## src/logic/matrix_pkg.sv

```systemverilog
package matrix_pkg;

	// ==================================================
	// matrix limits
	// ==================================================
	localparam int MAX_DIM   = 5;                  // rows and cols top out here
	localparam int MAX_ELEMS = MAX_DIM * MAX_DIM;  // 25 element slots

	typedef logic [7:0] elem_t;  // one byte, digits 0 to 9 in a matrix
	typedef logic [2:0] dim_t;   // row or col count

	// row-major, element 0 in elems[0]
	typedef struct packed {
		dim_t                        rows;
		dim_t                        cols;
		elem_t [MAX_ELEMS-1:0]       elems;
	} matrix_t;

	// store to printer, valid is a single-cycle strobe
	typedef struct packed {
		matrix_t mat;
		logic    valid;
	} print_job_t;

	// ==================================================
	// ascii codes
	// ==================================================
	localparam elem_t CHAR_SPACE = 8'h20;
	localparam elem_t CHAR_CR    = 8'h0d;
	localparam elem_t CHAR_LF    = 8'h0a;
	localparam elem_t CHAR_ZERO  = 8'h30;  // '0'
	localparam elem_t CHAR_PRINT = 8'h70;  // 'p' starts a print command

endpackage

```

## src/logic/uart_rx.sv

```systemverilog
`timescale 1ns/1ps

module uart_rx
	import matrix_pkg::*;
#(
	parameter int CLKS_PER_BIT = 8
) (
	input  logic  clk,
	input  logic  rst_n,
	input  logic  uart_rxd,
	output elem_t rx_data,
	output logic  rx_valid
);

	localparam int               CNT_W    = $clog2(CLKS_PER_BIT);
	localparam logic [CNT_W-1:0] HALF_BIT = CNT_W'(CLKS_PER_BIT / 2 - 1);
	localparam logic [CNT_W-1:0] FULL_BIT = CNT_W'(CLKS_PER_BIT - 1);

	typedef enum logic [1:0] {RX_IDLE, RX_START, RX_DATA, RX_STOP} rx_state_t;

	rx_state_t        state;
	logic [1:0]       sync_q;   // two-flop synchroniser
	logic             rxd_s;
	logic [CNT_W-1:0] clk_cnt;  // cycles within the current bit
	logic [2:0]       bit_idx;
	elem_t            shift_q;

	assign rxd_s   = sync_q[1];
	assign rx_data = shift_q;

	always_ff @(posedge clk or negedge rst_n) begin
		if (!rst_n) begin
			sync_q   <= 2'b11;  // line idles high
			state    <= RX_IDLE;
			clk_cnt  <= '0;
			bit_idx  <= '0;
			rx_valid <= 1'b0;
		end else begin
			sync_q   <= {sync_q[0], uart_rxd};
			rx_valid <= 1'b0;
			case (state)
				RX_IDLE: begin
					clk_cnt <= '0;
					bit_idx <= '0;
					if (!rxd_s)
						state <= RX_START;  // falling edge, maybe a start bit
				end
				RX_START: begin
					if (clk_cnt == HALF_BIT) begin
						clk_cnt <= '0;
						state   <= rxd_s ? RX_IDLE : RX_DATA;  // glitch goes back to idle
					end else begin
						clk_cnt <= clk_cnt + 1'b1;
					end
				end
				RX_DATA: begin
					if (clk_cnt == FULL_BIT) begin
						clk_cnt <= '0;
						if (bit_idx == 3'd7)
							state <= RX_STOP;
						else
							bit_idx <= bit_idx + 1'b1;
					end else begin
						clk_cnt <= clk_cnt + 1'b1;
					end
				end
				RX_STOP: begin
					if (clk_cnt == FULL_BIT) begin
						state    <= RX_IDLE;
						rx_valid <= rxd_s;  // low stop bit drops the frame
					end else begin
						clk_cnt <= clk_cnt + 1'b1;
					end
				end
				default: state <= RX_IDLE;
			endcase
		end
	end

	// lsb first, sampled at bit centre
	always_ff @(posedge clk) begin
		if (state == RX_DATA && clk_cnt == FULL_BIT)
			shift_q <= {rxd_s, shift_q[7:1]};
	end

	// parser relies on one byte per strobe
	a_rx_valid_single : assert property (@(posedge clk) disable iff (!rst_n)
		rx_valid |=> !rx_valid);

endmodule

```

## src/logic/matrix_parser.sv

```systemverilog
`timescale 1ns/1ps

module matrix_parser
	import matrix_pkg::*;
#(
	parameter int NUM_SLOTS = 2
) (
	input  logic                         clk,
	input  logic                         rst_n,
	input  elem_t                        rx_data,
	input  logic                         rx_valid,
	output logic                         store_req,
	output matrix_t                      matrix,
	output logic                         print_req,
	output logic [$clog2(NUM_SLOTS)-1:0] print_slot,
	output logic                         parse_error
);

	localparam int SLOT_W = $clog2(NUM_SLOTS);

	typedef enum logic [1:0] {P_IDLE, P_COLS, P_ELEMS, P_SLOT} parse_state_t;

	parse_state_t state;
	logic [4:0]   elem_cnt;    // next element to fill
	logic [4:0]   elem_total;  // rows * cols, at most 25
	logic         is_sep;
	logic         is_digit;
	logic         dim_ok;
	logic         slot_ok;
	elem_t        digit;

	// ==================================================
	// character classes
	// ==================================================
	assign is_sep     = rx_data inside {CHAR_SPACE, CHAR_CR, CHAR_LF};
	assign is_digit   = (rx_data >= CHAR_ZERO) && (rx_data <= CHAR_ZERO + 8'd9);
	assign digit      = rx_data - CHAR_ZERO;
	assign dim_ok     = is_digit && (digit >= 8'd1) && (digit <= 8'(MAX_DIM));
	assign slot_ok    = is_digit && (digit < 8'(NUM_SLOTS));
	assign elem_total = {2'b00, matrix.rows} * {2'b00, matrix.cols};

	// ==================================================
	// control fsm
	// ==================================================
	always_ff @(posedge clk or negedge rst_n) begin
		if (!rst_n) begin
			state       <= P_IDLE;
			elem_cnt    <= '0;
			store_req   <= 1'b0;
			print_req   <= 1'b0;
			parse_error <= 1'b0;
		end else begin
			store_req   <= 1'b0;
			print_req   <= 1'b0;
			parse_error <= 1'b0;
			if (rx_valid && !is_sep) begin  // separators never change state
				case (state)
					P_IDLE: begin
						if (rx_data == CHAR_PRINT)
							state <= P_SLOT;
						else if (dim_ok)
							state <= P_COLS;  // rows digit taken
						else
							parse_error <= 1'b1;
					end
					P_COLS: begin
						elem_cnt <= '0;
						if (dim_ok) begin
							state <= P_ELEMS;
						end else begin
							parse_error <= 1'b1;
							state       <= P_IDLE;
						end
					end
					P_ELEMS: begin
						if (!is_digit) begin
							parse_error <= 1'b1;
							state       <= P_IDLE;
						end else if (elem_cnt == elem_total - 5'd1) begin
							store_req <= 1'b1;  // last element in
							state     <= P_IDLE;
						end else begin
							elem_cnt <= elem_cnt + 1'b1;
						end
					end
					P_SLOT: begin
						if (slot_ok)
							print_req <= 1'b1;
						else
							parse_error <= 1'b1;
						state <= P_IDLE;
					end
					default: state <= P_IDLE;
				endcase
			end
		end
	end

	// record fields, only sampled by the store on its strobes
	always_ff @(posedge clk) begin
		if (rx_valid && !is_sep) begin
			case (state)
				P_IDLE:  matrix.rows <= digit[2:0];
				P_COLS: begin
					matrix.cols  <= digit[2:0];
					matrix.elems <= '0;  // unused tail reads as zero
				end
				P_ELEMS: matrix.elems[elem_cnt] <= digit;
				P_SLOT:  print_slot <= digit[SLOT_W-1:0];
				default: ;
			endcase
		end
	end

endmodule

```

## src/logic/matrix_store.sv

```systemverilog
`timescale 1ns/1ps

module matrix_store
	import matrix_pkg::*;
#(
	parameter int NUM_SLOTS = 2
) (
	input  logic                           clk,
	input  logic                           rst_n,
	input  logic                           store_req,
	input  matrix_t                        matrix,
	input  logic                           print_req,
	input  logic [$clog2(NUM_SLOTS)-1:0]   print_slot,
	output print_job_t                     job,
	output logic                           slot_empty_error,
	output logic [$clog2(NUM_SLOTS+1)-1:0] stored_count
);

	localparam int SLOT_W  = $clog2(NUM_SLOTS);
	localparam int COUNT_W = $clog2(NUM_SLOTS + 1);

	matrix_t              slots [NUM_SLOTS];
	logic [NUM_SLOTS-1:0] filled;   // per slot, set on first write
	logic [SLOT_W-1:0]    wr_ptr;   // oldest slot in ring order
	matrix_t              job_mat;
	logic                 job_valid;

	assign job.mat   = job_mat;
	assign job.valid = job_valid;

	// ==================================================
	// ring pointer, flags and job strobe
	// ==================================================
	always_ff @(posedge clk or negedge rst_n) begin
		if (!rst_n) begin
			filled           <= '0;
			wr_ptr           <= '0;
			stored_count     <= '0;
			job_valid        <= 1'b0;
			slot_empty_error <= 1'b0;
		end else begin
			job_valid        <= 1'b0;
			slot_empty_error <= 1'b0;
			if (store_req) begin
				filled[wr_ptr] <= 1'b1;
				wr_ptr         <= (wr_ptr == SLOT_W'(NUM_SLOTS - 1)) ? '0 : wr_ptr + 1'b1;
				if (stored_count != COUNT_W'(NUM_SLOTS))
					stored_count <= stored_count + 1'b1;  // saturates when full
				job_valid <= 1'b1;  // echo what was just written
			end else if (print_req) begin
				job_valid        <= filled[print_slot];
				slot_empty_error <= !filled[print_slot];  // no job for an empty slot
			end
		end
	end

	// slot contents and job payload
	always_ff @(posedge clk) begin
		if (store_req) begin
			slots[wr_ptr] <= matrix;
			job_mat       <= matrix;
		end else if (print_req) begin
			job_mat <= slots[print_slot];
		end
	end

	// parser issues at most one request per byte
	a_req_exclusive : assert property (@(posedge clk) disable iff (!rst_n)
		!(store_req && print_req));

endmodule

```

## src/logic/matrix_printer.sv

```systemverilog
`timescale 1ns/1ps

module matrix_printer
	import matrix_pkg::*;
(
	input  logic       clk,
	input  logic       rst_n,
	input  print_job_t job,
	input  logic       tx_busy,
	output logic       tx_start,
	output elem_t      tx_data
);

	typedef enum logic [2:0] {PR_IDLE, PR_DIGIT, PR_SPACE, PR_CR, PR_LF} pr_state_t;

	pr_state_t  state;
	matrix_t    mat_q;     // latched job
	dim_t       row;
	dim_t       col;
	logic [4:0] idx;       // row-major element index
	logic       tx_ready;
	elem_t      next_char;

	// busy rises a cycle after tx_start, so hold off that cycle too
	assign tx_ready = !tx_busy && !tx_start;

	always_comb begin
		case (state)
			PR_DIGIT: next_char = CHAR_ZERO + mat_q.elems[idx];
			PR_CR:    next_char = CHAR_CR;
			PR_LF:    next_char = CHAR_LF;
			default:  next_char = CHAR_SPACE;
		endcase
	end

	// ==================================================
	// character sequencer
	// ==================================================
	always_ff @(posedge clk or negedge rst_n) begin
		if (!rst_n) begin
			state    <= PR_IDLE;
			row      <= '0;
			col      <= '0;
			idx      <= '0;
			tx_start <= 1'b0;
		end else begin
			tx_start <= 1'b0;
			if (state == PR_IDLE) begin
				if (job.valid) begin  // jobs arriving while busy are dropped
					state <= PR_DIGIT;
					row   <= '0;
					col   <= '0;
					idx   <= '0;
				end
			end else if (tx_ready) begin
				tx_start <= 1'b1;
				case (state)
					PR_DIGIT: state <= (col == mat_q.cols - 3'd1) ? PR_CR : PR_SPACE;
					PR_SPACE: begin
						col   <= col + 1'b1;
						idx   <= idx + 1'b1;
						state <= PR_DIGIT;
					end
					PR_CR: state <= PR_LF;
					PR_LF: begin
						if (row == mat_q.rows - 3'd1) begin
							state <= PR_IDLE;  // last lf handed over
						end else begin
							row   <= row + 1'b1;
							col   <= '0;
							idx   <= idx + 1'b1;
							state <= PR_DIGIT;
						end
					end
					default: state <= PR_IDLE;
				endcase
			end
		end
	end

	always_ff @(posedge clk) begin
		if (state == PR_IDLE && job.valid)
			mat_q <= job.mat;
		if (state != PR_IDLE && tx_ready)
			tx_data <= next_char;  // goes out with tx_start
	end

	// handshake with uart_tx busy flag
	a_start_when_idle : assert property (@(posedge clk) disable iff (!rst_n)
		$rose(tx_start) |-> !tx_busy);

endmodule

```

## src/logic/uart_tx.sv

```systemverilog
`timescale 1ns/1ps

module uart_tx
	import matrix_pkg::*;
#(
	parameter int CLKS_PER_BIT = 8
) (
	input  logic  clk,
	input  logic  rst_n,
	input  logic  tx_start,
	input  elem_t tx_data,
	output logic  uart_txd,
	output logic  tx_busy
);

	localparam int               CNT_W    = $clog2(CLKS_PER_BIT);
	localparam logic [CNT_W-1:0] FULL_BIT = CNT_W'(CLKS_PER_BIT - 1);

	logic [CNT_W-1:0] clk_cnt;
	logic [3:0]       bit_idx;  // 0 start, 1..8 data, 9 stop
	logic [8:0]       shift_q;  // stop bit above the data byte

	always_ff @(posedge clk or negedge rst_n) begin
		if (!rst_n) begin
			uart_txd <= 1'b1;
			tx_busy  <= 1'b0;
			clk_cnt  <= '0;
			bit_idx  <= '0;
		end else if (!tx_busy) begin
			if (tx_start) begin
				tx_busy  <= 1'b1;
				uart_txd <= 1'b0;  // start bit
				clk_cnt  <= '0;
				bit_idx  <= '0;
			end
		end else if (clk_cnt != FULL_BIT) begin
			clk_cnt <= clk_cnt + 1'b1;
		end else begin
			clk_cnt <= '0;
			if (bit_idx == 4'd9) begin
				tx_busy  <= 1'b0;  // stop bit done
				uart_txd <= 1'b1;
			end else begin
				uart_txd <= shift_q[0];
				bit_idx  <= bit_idx + 1'b1;
			end
		end
	end

	// lsb first, ones shifted in behind
	always_ff @(posedge clk) begin
		if (!tx_busy && tx_start)
			shift_q <= {1'b1, tx_data};
		else if (tx_busy && clk_cnt == FULL_BIT)
			shift_q <= {1'b1, shift_q[8:1]};
	end

endmodule

```

## src/logic/matrix_echo_top.sv

```systemverilog
`timescale 1ns/1ps

module matrix_echo_top
	import matrix_pkg::*;
#(
	parameter int CLKS_PER_BIT = 8,
	parameter int NUM_SLOTS    = 2
) (
	input  logic                           clk,
	input  logic                           rst_n,
	input  logic                           uart_rxd,
	output logic                           uart_txd,
	output logic                           parse_error,
	output logic [$clog2(NUM_SLOTS+1)-1:0] stored_count
);

	elem_t                        rx_data;
	logic                         rx_valid;
	logic                         store_req;
	matrix_t                      parsed_matrix;
	logic                         print_req;
	logic [$clog2(NUM_SLOTS)-1:0] print_slot;
	logic                         syntax_error;      // from the parser
	logic                         slot_empty_error;  // from the store
	print_job_t                   job;
	logic                         tx_start;
	elem_t                        tx_data;
	logic                         tx_busy;

	// both sources are single-cycle strobes
	assign parse_error = syntax_error | slot_empty_error;

	// ==================================================
	// input side
	// ==================================================
	uart_rx #(.CLKS_PER_BIT(CLKS_PER_BIT)) u_uart_rx (
		.clk      (clk),
		.rst_n    (rst_n),
		.uart_rxd (uart_rxd),
		.rx_data  (rx_data),
		.rx_valid (rx_valid)
	);

	matrix_parser #(.NUM_SLOTS(NUM_SLOTS)) u_parser (
		.clk         (clk),
		.rst_n       (rst_n),
		.rx_data     (rx_data),
		.rx_valid    (rx_valid),
		.store_req   (store_req),
		.matrix      (parsed_matrix),
		.print_req   (print_req),
		.print_slot  (print_slot),
		.parse_error (syntax_error)
	);

	// storage ring, echoes every write
	matrix_store #(.NUM_SLOTS(NUM_SLOTS)) u_store (
		.clk              (clk),
		.rst_n            (rst_n),
		.store_req        (store_req),
		.matrix           (parsed_matrix),
		.print_req        (print_req),
		.print_slot       (print_slot),
		.job              (job),
		.slot_empty_error (slot_empty_error),
		.stored_count     (stored_count)
	);

	// ==================================================
	// output side
	// ==================================================
	matrix_printer u_printer (
		.clk      (clk),
		.rst_n    (rst_n),
		.job      (job),
		.tx_busy  (tx_busy),
		.tx_start (tx_start),
		.tx_data  (tx_data)
	);

	uart_tx #(.CLKS_PER_BIT(CLKS_PER_BIT)) u_uart_tx (
		.clk      (clk),
		.rst_n    (rst_n),
		.tx_start (tx_start),
		.tx_data  (tx_data),
		.uart_txd (uart_txd),
		.tx_busy  (tx_busy)  // only back-pressure in the path
	);

endmodule

```

## config.mk

```make
export PLATFORM = sky130hd
export DESIGN_NAME = matrix_echo_top
export DESIGN_NICKNAME = d
export VERILOG_FILES = /design/src/logic/matrix_pkg.sv /design/src/logic/uart_rx.sv /design/src/logic/matrix_parser.sv /design/src/logic/matrix_store.sv /design/src/logic/matrix_printer.sv /design/src/logic/uart_tx.sv /design/src/logic/matrix_echo_top.sv
export SDC_FILE = /design/constraint.sdc
export NUM_CORES = 1
export LEC_CHECK = 0
export BUFFER_PORTS_ARGS = -buffer_cell sky130_fd_sc_hd__buf_2
export CAP_MARGIN = 20
export CORE_MARGIN = 2
export CORE_UTILIZATION = 40
export CTS_BUF_LIST = sky130_fd_sc_hd__clkbuf_8
export CTS_CLUSTER_DIAMETER = 60
export DETAILED_ROUTE_END_ITERATION = 8
export GPL_TIMING_DRIVEN = 0
export PLACE_DENSITY = 0.62
export SYNTH_ARGS = -nofsm -noshare
export SYNTH_HDL_FRONTEND = slang
export SYNTH_SLANG_ARGS = --single-unit
```

## constraint.sdc

```tcl
create_clock -name clk -period 28.4 [get_ports clk]
set_clock_uncertainty 0.15 [all_clocks]
set_input_delay 1.42 -clock clk [delete_from_list [all_inputs] [get_ports clk]]
set_output_delay 1.42 -clock clk [all_outputs]
set_load 0.05 [all_outputs]
```

# Yosys cells after proc, flatten, opt, wreduce, memory -nomap -nowiden
# Memories as Yosys holds them, arrays and structs flattened. A register that Yosys moved wholly into a read port is not among the register bits.
# Cells that the tools add are included.
# word_totals
reg_bits,695
latch_bits,0
ramBits,412
rom_bits,0
inputBits,3
output_inout_bits,4
wordCells,321
n_memories,1
# op_classes
addsub,15
multipliers,1
div,0
magnitude_cmp,11
n_eq_ne,40
n_shift,0
muxes,98
bitwise_logic,2
reduce_logical,44
# mem_list
name,depth,word_bits,rd,rd_clocked_by_memory_dff,write_ports,line_no,source
u_store.slots,2,206,1,1,1,matrix_store.sv:22,matrix_t slots [NUM_SLOTS];
# op_table
operator,n
$mux 206,2
$pmux 200 s2,1
$bwmux 200,1
$mux 3,19
$bmux 8 s5,1
$demux 8 s5,1
$mux 1,37
$mux 8,4
$mux 5,6
$pmux 3 s4,2
$pmux 8 s3,1
$mux 2,11
$pmux 5 s2,2
$eq 8x4->1 const B,2
$mux 4,4
$ne 2x2->1 const B,8
$pmux 2 s4,2
$add 3x1->3 const B,5
$reduce_and 2->1,7
$reduce_bool 2->1,7
$logic_and 1x1->1,13
$eq 3x3->1 const B,4
$lt 5x6->1 const B,2
$ne 2x1->1 const B,6
other kinds (41),63

# Logic depth before layout (Yosys ltp)
# Gate-level depths: netlist (run 1).
# logic_depth
word_depth,8
mapped_depth,11
ltp_nobuf,11

# Modules after synthesis
# A second synthesis (run 1) with hierarchy kept.
# hier_totals
hier_cells,2982
hier_area_um2,45050.7
# modules_own_cells
module,n_inst,cells_per_inst,area_each_um2,seq_area_each_um2
matrix_store,1,1329,23178.5,18733.0
matrix_parser,1,1052,11004.3,6466.2
matrix_printer,1,469,9153.8,6801.5
uart_rx,1,65,860.8,518.0
uart_tx,1,66,847.1,466.7
matrix_echo_top,1,1,6.3,0.0

# Worst setup path after synthesis (run 1)
# No wires, ideal clock.
# synth_path
path_type,reg2reg
from,register u_parser.store_req
to,register u_store.filled[0]
setup_time_ns,0.124
arrival_ns,10.864
t_required_ns,28.126
path_slack_ns,17.262
path_stages_with_launch,5
path_buffers,2
period_less_slack_ns,11.138
cell_sequence,dfrtp_1 > clkbuf_1 > clkbuf_1 > nor2b_1 > or2_2
# synth_rtl
element,line_no,source
start: declaration,matrix_parser.sv:12,"output logic store_req,"
start signal: assignment,matrix_parser.sv:49,store_req <= 1'b0;
start signal: assignment,matrix_parser.sv:53,store_req <= 1'b0;
start signal: assignment,matrix_parser.sv:80,store_req <= 1'b1;
end signal: assignment,matrix_store.sv:36,filled <= '0;
end signal: indexed assignment,matrix_store.sv:45,filled[wr_ptr] <= 1'b1;
end: declaration,matrix_store.sv:23,logic [NUM_SLOTS-1:0] filled;

# Worst setup path in the final report (run 1)
# layout_path
from,register u_uart_rx.shift_q[4] (netlist: u_uart_rx.rx_data[4])
to,"register, netlist name u_parser.matrix[49]"
# layout_between
elab_chain_len,5
elab_cells_between_ends,7
cone_classes,3 x eq/ne; 4 x reduce/logical
# layout_rtl
element,line_no,source
start: declaration,uart_rx.sv:26,elem_t shift_q;
start signal: assignment,uart_rx.sv:83,"shift_q <= {rxd_s, shift_q[7:1]};"
$eq 8x6->1 or $eq 8x4->1 (tied branches),matrix_parser.sv:35,"assign is_sep = rx_data inside {CHAR_SPACE, CHAR_CR, CHAR_LF};"
$reduce_bool 3->1 (*),matrix_parser.sv:35,
$logic_not 1->1 (*),matrix_parser.sv:101,if (rx_valid && !is_sep) begin
$logic_and 1x1->1 (*),matrix_parser.sv:101,
$reduce_and 2->1 (no line) (*),-,
# Every way passes the cells marked *; elsewhere a longest branch is shown, timed or not.
# A chain may end at the register's enable or synchronous reset.

==> results_dict.tcl, run 1 <==
set metrics [dict create \
    fp.coreArea_um2 109000 \
    synth_mux_area_frac 0.0792 \
    tns_ns 0 \
    clk_pin_slew_ns 0.06 \
    fin_nets 3193 \
    slew_viol_final 0 \
    clock_sinks 1108 \
    cts_buffer_depth 3 \
    drtAntennaViolNets 0 \
    track_usage 0.191 \
    worstSetupPathType "flip-flop to flip-flop" \
    synth-xor-area-share 0.00561 \
    run_status "finished, final reports clean" \
    stdcell_count 4768 \
    portBuffers 6 \
    max_freq_mhz 209 \
    r2r_cells 10 \
    synth-main-ff-cell "edfxtp_1" \
    cts_root_buf "clkbuf_8" \
    routed_wl_um 108000 \
    hold_class "flip-flop to flip-flop" \
    cp.arrival_ns 5.09 \
    ir_worst_vdd_mv 0.0418 \
    wl_per_cell_um 22.6 \
    grt_remaining_overflow 0 \
    die_h_um 336 \
    worstMarginPinSlew_ns 1.16 \
    dr_total_vias 25098 \
    rrSetupSlack_ns 23.62 \
    place_inst 4443 \
    netlist_area_um2 44100 \
    pin_count 7 \
    final_layout_size_suffix_gt1_frac 0.106 \
    max-slew-margin-rel 0.226 \
    async_flop_share 0.0469 \
    place_congestion 0.825 \
    antenna_found_initial 3 \
    synth.avg_cell_area_um2 15.0 \
    crit_required_ns 28.70 \
    postCtsSetupBuffers 0 \
    finalCritPeriodShare 0.168 \
    start_util 0.404 \
    grt_pass1_vias 24816 \
    max_cap_viol_count 0 \
    place_ws_ns 23.62 \
    die_w_um 336 \
    yosys.area_share.simple 0.0734 \
    fin_ws_ns 23.62 \
    finish.instance_area_um2 49900 \
    critPathCaptureType "flip-flop" \
    die_area_um2 113000 \
    drcViolationCount 0 \
    critPathMaxFanout 84 \
    synth_compound_area_frac 0.0650 \
    synth_cells 2935 \
    start_kind "flip-flop" \
    ys_ff_latch 1108 \
    grt_pass1_wl_um 160000 \
    holdBufCountCts 0 \
    hold_violations 0 \
    synthAdderAreaFrac 0.0114 \
    grt_max_degree 85 \
    final_cell_mix "edfxtp_1, nand2_1, o21ai_0, mux2i_1, clkbuf_8" \
    dr.pass1.iters 6 \
    p_per_area_nw_per_um2 61.9 \
    cellLeakagePower_uw 0.0175 \
    layout_commonest_cell "edfxtp_1" \
    hold_depth 0 \
    htreeDepth 4 \
    via_per_inst 5.26 \
    post_cts_resized 0 \
    tritoncts "built" \
    syn_nets 2977 \
    ys_types 70 \
    cts_buffers 180 \
    hpwl_um 69200 \
    post-route-min-period_ns 4.78 \
    place_area_um2 46700 \
    insertion_delay_ns 0.86 \
    setup_violations 0 \
    synth_top_family_by_area "multiplexers" \
    synth_warnings 0 \
    synth-edff-count 1055 \
    area_growth_pct 13.0 \
    num_rows 121 \
    ys_seq_area_frac 0.748 \
    drt_iter0_drc 2561 \
    power.total_uw 3090 \
    rsz0062_at_grt "false" \
]
metrics by stage:
step            util  hold slack [ns]
2_1_floorplan      -            0.195
4_1_cts        0.457            0.208
5_1_grt        0.457            0.213
3_3_place_gp   0.422            0.199
6_report       0.457            0.207
3_5_place_dp   0.427            0.200
synth_stat cells (4+ instances only):
| master | n | area (um2) |
|---|---|---|
| o21ai_0 | 229 | 1150 |
| xor2_1 | 5 | 43.8 |
| buf_4 | 6 | 45.0 |
| nand3b_1 | 9 | 67.6 |
| xnor2_1 | 18 | 158 |
| nand3_1 | 27 | 135 |
| a21o_1 | 4 | 30.0 |
| buf_2 | 17 | 85.1 |
| mux2_1 | 5 | 56.3 |
| or2_2 | 5 | 31.3 |
| a22o_1 | 16 | 140 |
| buf_1 | 17 | 63.8 |
| dfrtp_1 | 49 | 1230 |
| edfxtp_1 | 1055 | 31700 |
| nand2b_1 | 9 | 56.3 |
| o21ai_1 | 5 | 25.0 |
| mux2_2 | 10 | 113 |
| a21oi_1 | 165 | 826 |
| o211ai_1 | 7 | 52.6 |
| nor2_1 | 95 | 357 |
| nor3_1 | 7 | 35.0 |
| ha_1 | 37 | 463 |
| mux2i_1 | 228 | 2280 |
| inv_1 | 32 | 120 |
| and2_1 | 9 | 56.3 |
| nor2b_1 | 16 | 100 |
| buf_6 | 6 | 67.6 |
| clkbuf_1 | 105 | 394 |
| and3_1 | 5 | 31.3 |
| mux4_2 | 44 | 991 |
| or3_1 | 6 | 37.5 |
| a211oi_1 | 57 | 428 |
| nor3b_1 | 4 | 30.0 |
| nand2_1 | 574 | 2150 |
critical path, cell delays in order, from the launching register on:
cell      delay (ns)
edfxtp_1        0.42
clkbuf_1        0.52
buf_1           0.92
inv_1           0.19
ha_1            0.26
o211ai_1        0.09
a211o_1         0.20
nand3_1         0.33
inv_8           0.38
buf_16          0.36
buf_16          0.39
cell type report:
type,instances,area [um2]
clock buffers,185,2550
inverters,32,128
diodes,1,2.50
well taps,1476,1850
multi-input cells,1643,10400
repair buffers,34,654
fillers,9622,59300
flip-flops and latches,1108,33000
plain buffers,152,674
clock inverters,137,667
cell families after synthesis:
group / after synthesis
flops: 1108
simple gates: 781
compound gates: 509
mux: 289
buf+inv: 184
fa+ha+maj: 39
xor+xnor: 25
final timing paths:
kind / start / endpoint
min in group asynchronous: rst_n / u_store.stored_count[1]
setup / recovery: u_uart_rx.rx_data[4] / u_parser.matrix[49]
hold reg to reg: u_uart_rx.sync_q[0] / u_uart_rx.sync_q[1]
setup reg to reg: u_uart_rx.rx_data[4] / u_parser.matrix[49]
hold / removal: u_uart_rx.sync_q[0] / u_uart_rx.sync_q[1]
max in group asynchronous: rst_n / u_uart_rx.sync_q[0]
state kept, by name (all words and copies together), names as in the netlist, 3 cells and up, named ones only:
register / cells
u_printer.col: 3
u_store.slots: 412
u_printer.state: 3
u_printer.tx_data: 8
u_uart_tx.shift_q: 8
u_parser.matrix: 206
u_uart_tx.bit_idx: 4
u_uart_rx.bit_idx: 3
u_uart_rx.clk_cnt: 3
u_printer.mat_q: 206
u_printer.idx: 5
u_uart_tx.clk_cnt: 3
u_printer.row: 3
u_store.job: 206
u_parser.elem_cnt: 5
u_uart_rx.rx_data: 8
where the power goes:
| part | total [uW] | internal [uW] | switching (uW) |
|---|---|---|---|
| clock | 1250 | 624 | 628 |
| sequential | 1780 | 1780 | 7.71 |
| combinational | 53.5 | 21.6 | 31.9 |
routing by layer:
layer / part of all wire / up-vias / global-route usage
met3: 0.075 / 215 / 0.0444
met5: 0.00028 / - / 0
met2: 0.48 / 929 / 0.305
met1: 0.42 / 12508 / 0.255
li1: - / 11442 / -
met4: 0.031 / 4 / 0.0705
(Power assumes the default switching activity.)
==> run 2, diff against run 1 <==
--- a/config.mk
+++ b/config.mk
@@ -5,6 +5,7 @@
 export SDC_FILE = /design/constraint.sdc
 export NUM_CORES = 1
 export LEC_CHECK = 0
+export ABC_AREA = 1
 export BUFFER_PORTS_ARGS = -buffer_cell sky130_fd_sc_hd__buf_2
 export CAP_MARGIN = 20
 export CORE_MARGIN = 2
@@ -13,7 +14,7 @@
 export CTS_CLUSTER_DIAMETER = 60
 export DETAILED_ROUTE_END_ITERATION = 8
 export GPL_TIMING_DRIVEN = 0
-export PLACE_DENSITY = 0.62
+export PLACE_DENSITY = 0.64
 export SYNTH_ARGS = -nofsm -noshare
 export SYNTH_HDL_FRONTEND = slang
 export SYNTH_SLANG_ARGS = --single-unit
==> constraint.sdc (replaced) <==
create_clock -name clk -period 3.9 [get_ports clk]
set_clock_uncertainty 0.15 [all_clocks]
set_input_delay 0.195 -clock clk [delete_from_list [all_inputs] [get_ports clk]]
set_output_delay 0.195 -clock clk [all_outputs]
set_load 0.05 [all_outputs]
==> run 2 against run 1 <==
Hold slack gained 0.0015 ns. Clock power grew to 7.4 times the previous value. Largest cell class unchanged. Cell count grew 12%.
==> results_dict.tcl, run 2 <==
set metrics [dict create \
    rrSetupSlack_ns 0.39 \
    portBuffers 6 \
    crit_end "u_store.job[62]" \
    m1WireLength_um 50100 \
    max_cap_viol_count 0 \
    crit_start "u_parser.store_req" \
    hold_violations 0 \
    critPathTopFamily "buffers and inverters" \
    critPathCaptureType "flip-flop" \
    fillers 9866 \
    rsz0062_at_grt "false" \
    r2r_cells 7 \
    pin_count 7 \
    fp.coreArea_um2 111000 \
    synth_warnings 0 \
    run_status "finished, final reports clean" \
    syn_nets 3527 \
    grt_pass1_wl_um 179000 \
    worstReg2RegStart "u_parser.store_req" \
    r2r-end "u_store.job[62]" \
    critPathMaxFanout 92 \
    ys_ff_latch 1108 \
    ys_seq_area_frac 0.742 \
    grt_pass1_vias 27463 \
    synth-main-ff-cell "edfxtp_1" \
    dr_wl_met3_um 12200 \
    ys_types 54 \
    ir_worst_vdd_mv 0.348 \
    insertion_delay_ns 0.85 \
    hpwl_um 80400 \
    critical_path_depth 7 \
    worstMarginPinSlew_ns 1.23 \
    max-slew-margin-rel 0.182 \
    synth_commonest_cells "edfxtp_1, a21oi_1, nand2_1" \
    top_layer "met4" \
    worstPathCellList "buf_6 -> inv_4 -> clkbuf_8 -> clkbuf_1 -> nand2_8 -> buf_16 -> buf_16" \
    synth-edff-count 1055 \
    clock_sinks 1108 \
    yosysMostFrequentCell "edfxtp_1" \
    async_flop_share 0.0469 \
    antenna_found_initial 2 \
    die_area_um2 114000 \
    htreeDepth 4 \
    post-route-min-period_ns 3.51 \
    grt_max_degree 93 \
    critPathMaxStageDelay_ns 0.68 \
    synth_top_area_frac 0.712 \
    start_kind "flip-flop" \
    final_cell_mix "edfxtp_1, a21oi_1, nand2_1, nor2_1, inv_1" \
    path_buf_inv 6 \
    grt_remaining_overflow 0 \
    tns_ns 0 \
    final_core_util 0.457 \
    finalCritPeriodShare 0.901 \
    synth_cells 3485 \
    hold_class "flip-flop to flip-flop" \
    cts_buffer_depth 3 \
    final_layout_size_suffix_gt1_frac 0.104 \
    drtAntennaViolNets 0 \
    synth.avg_cell_area_um2 12.8 \
    slew_viol_final 0 \
    via_per_inst 5.43 \
    track_usage 0.215 \
    largest_register_ffs 412 \
    yosys.area.top_type "edfxtp_1" \
    num_rows 122 \
    die_h_um 337 \
    drcViolationCount 0 \
    start_util 0.402 \
    clk_pin_slew_ns 0.06 \
    cellLeakagePower_uw 0.0193 \
    setup_violations 0 \
    crit_required_ns 4.26 \
    holdBufCountCts 5 \
    postCtsSetupBuffers 0 \
    place_congestion 0.901 \
    post_cts_resized 0 \
    whs_ns 0.209 \
    p_per_area_nw_per_um2 445 \
    dr.pass1.iters 6 \
    routed_wl_um 123000 \
    die_w_um 337 \
    dr_total_vias 29015 \
    drt_iter0_drc 3460 \
    layout_commonest_cell "edfxtp_1" \
    met2WireLength_um 55500 \
    cp.arrival_ns 3.87 \
    regMostFlops "u_store.slots" \
    critPathMostFrequentCell "buf_16" \
    cts_root_buf "clkbuf_8" \
    netlist_area_um2 44500 \
    cts_buffers 178 \
    wl_per_cell_um 23.1 \
    synthTopCellsByArea "edfxtp_1, a21oi_1, nand2_1, o21ai_0, dfrtp_1" \
    worstSetupPathType "flip-flop to flip-flop" \
    tritoncts "built" \
    fin_nets 3754 \
    max_freq_mhz 285 \
    cpMaxStageDelayCell "nand2_8" \
    area_growth_pct 13.5 \
]
## run 2: worst min-delay path by stage
stage | cells past startpoint | slack (ns) | from | to
2_1_floorplan | 0 | -0.25 | rst_n | asynchronous set/reset pin
3_3_place_gp | 0 | 0.20 | u_uart_rx.sync_q[0] | u_uart_rx.sync_q[1]
3_5_place_dp | 1 | 0.19 | rst_n | u_uart_tx.bit_idx[0]
4_1_cts | 0 | 0.21 | u_uart_rx.sync_q[0] | u_uart_rx.sync_q[1]
5_1_grt | 0 | 0.22 | u_uart_rx.sync_q[0] | u_uart_rx.sync_q[1]
6_report | 0 | 0.21 | u_uart_rx.sync_q[0] | u_uart_rx.sync_q[1]
## run 2: metal layers
layer  up-vias  track usage
met5         -            0
met1     14276        0.297
li1      12945            -
met2      1528        0.328
met3       266       0.0477
met4         0       0.0952
## run 2: report_power, final
| group | internal [uW] | total (uW) | switching (uW) |
|---|---|---|---|
| clock network | 4610 | 9290 | 4680 |
| registers | 12900 | 12900 | 30.0 |
| logic | 76.6 | 256 | 179 |
| total | 17600 | 22400 | 4890 |
## run 2: through the flow
stage	instances	area [um2]	power, uW	setup slack, ns
global route	5340	50500	23100	0.251
CTS	5338	50500	22600	0.384
detailed placement	5014	47200	13400	0.400
finish	5340	50500	22400	0.387
global placement	4979	46500	13400	-3.64
floorplan	3485	44600	13300	-0.949
## run 2: area by class of cell
type	count	area (um2)	share of cell area
clock inverters	138	749	0.0148
inverters	248	965	0.0191
flip-flops and latches	1108	33000	0.654
diodes	1	2.50	0.0000496
plain buffers	198	967	0.0192
clock buffers	181	2490	0.0494
well taps	1488	1860	0.0369
multi-input cells	1931	9650	0.191
repair buffers	47	783	0.0155
## run 2: cells by family (layout without fill, tap and decap cells)
family | after synthesis | after routing | share of synthesized area
compound gates | 930 | 930 | 0.113
xor+xnor | 23 | 23 | 0.00470
fa+ha+maj | 39 | 39 | 0.0113
buf+inv | 446 | 812 | 0.0420
flops | 1108 | 1108 | 0.742
other cells | 0 | 1 | 0
simple gates | 939 | 939 | 0.0871
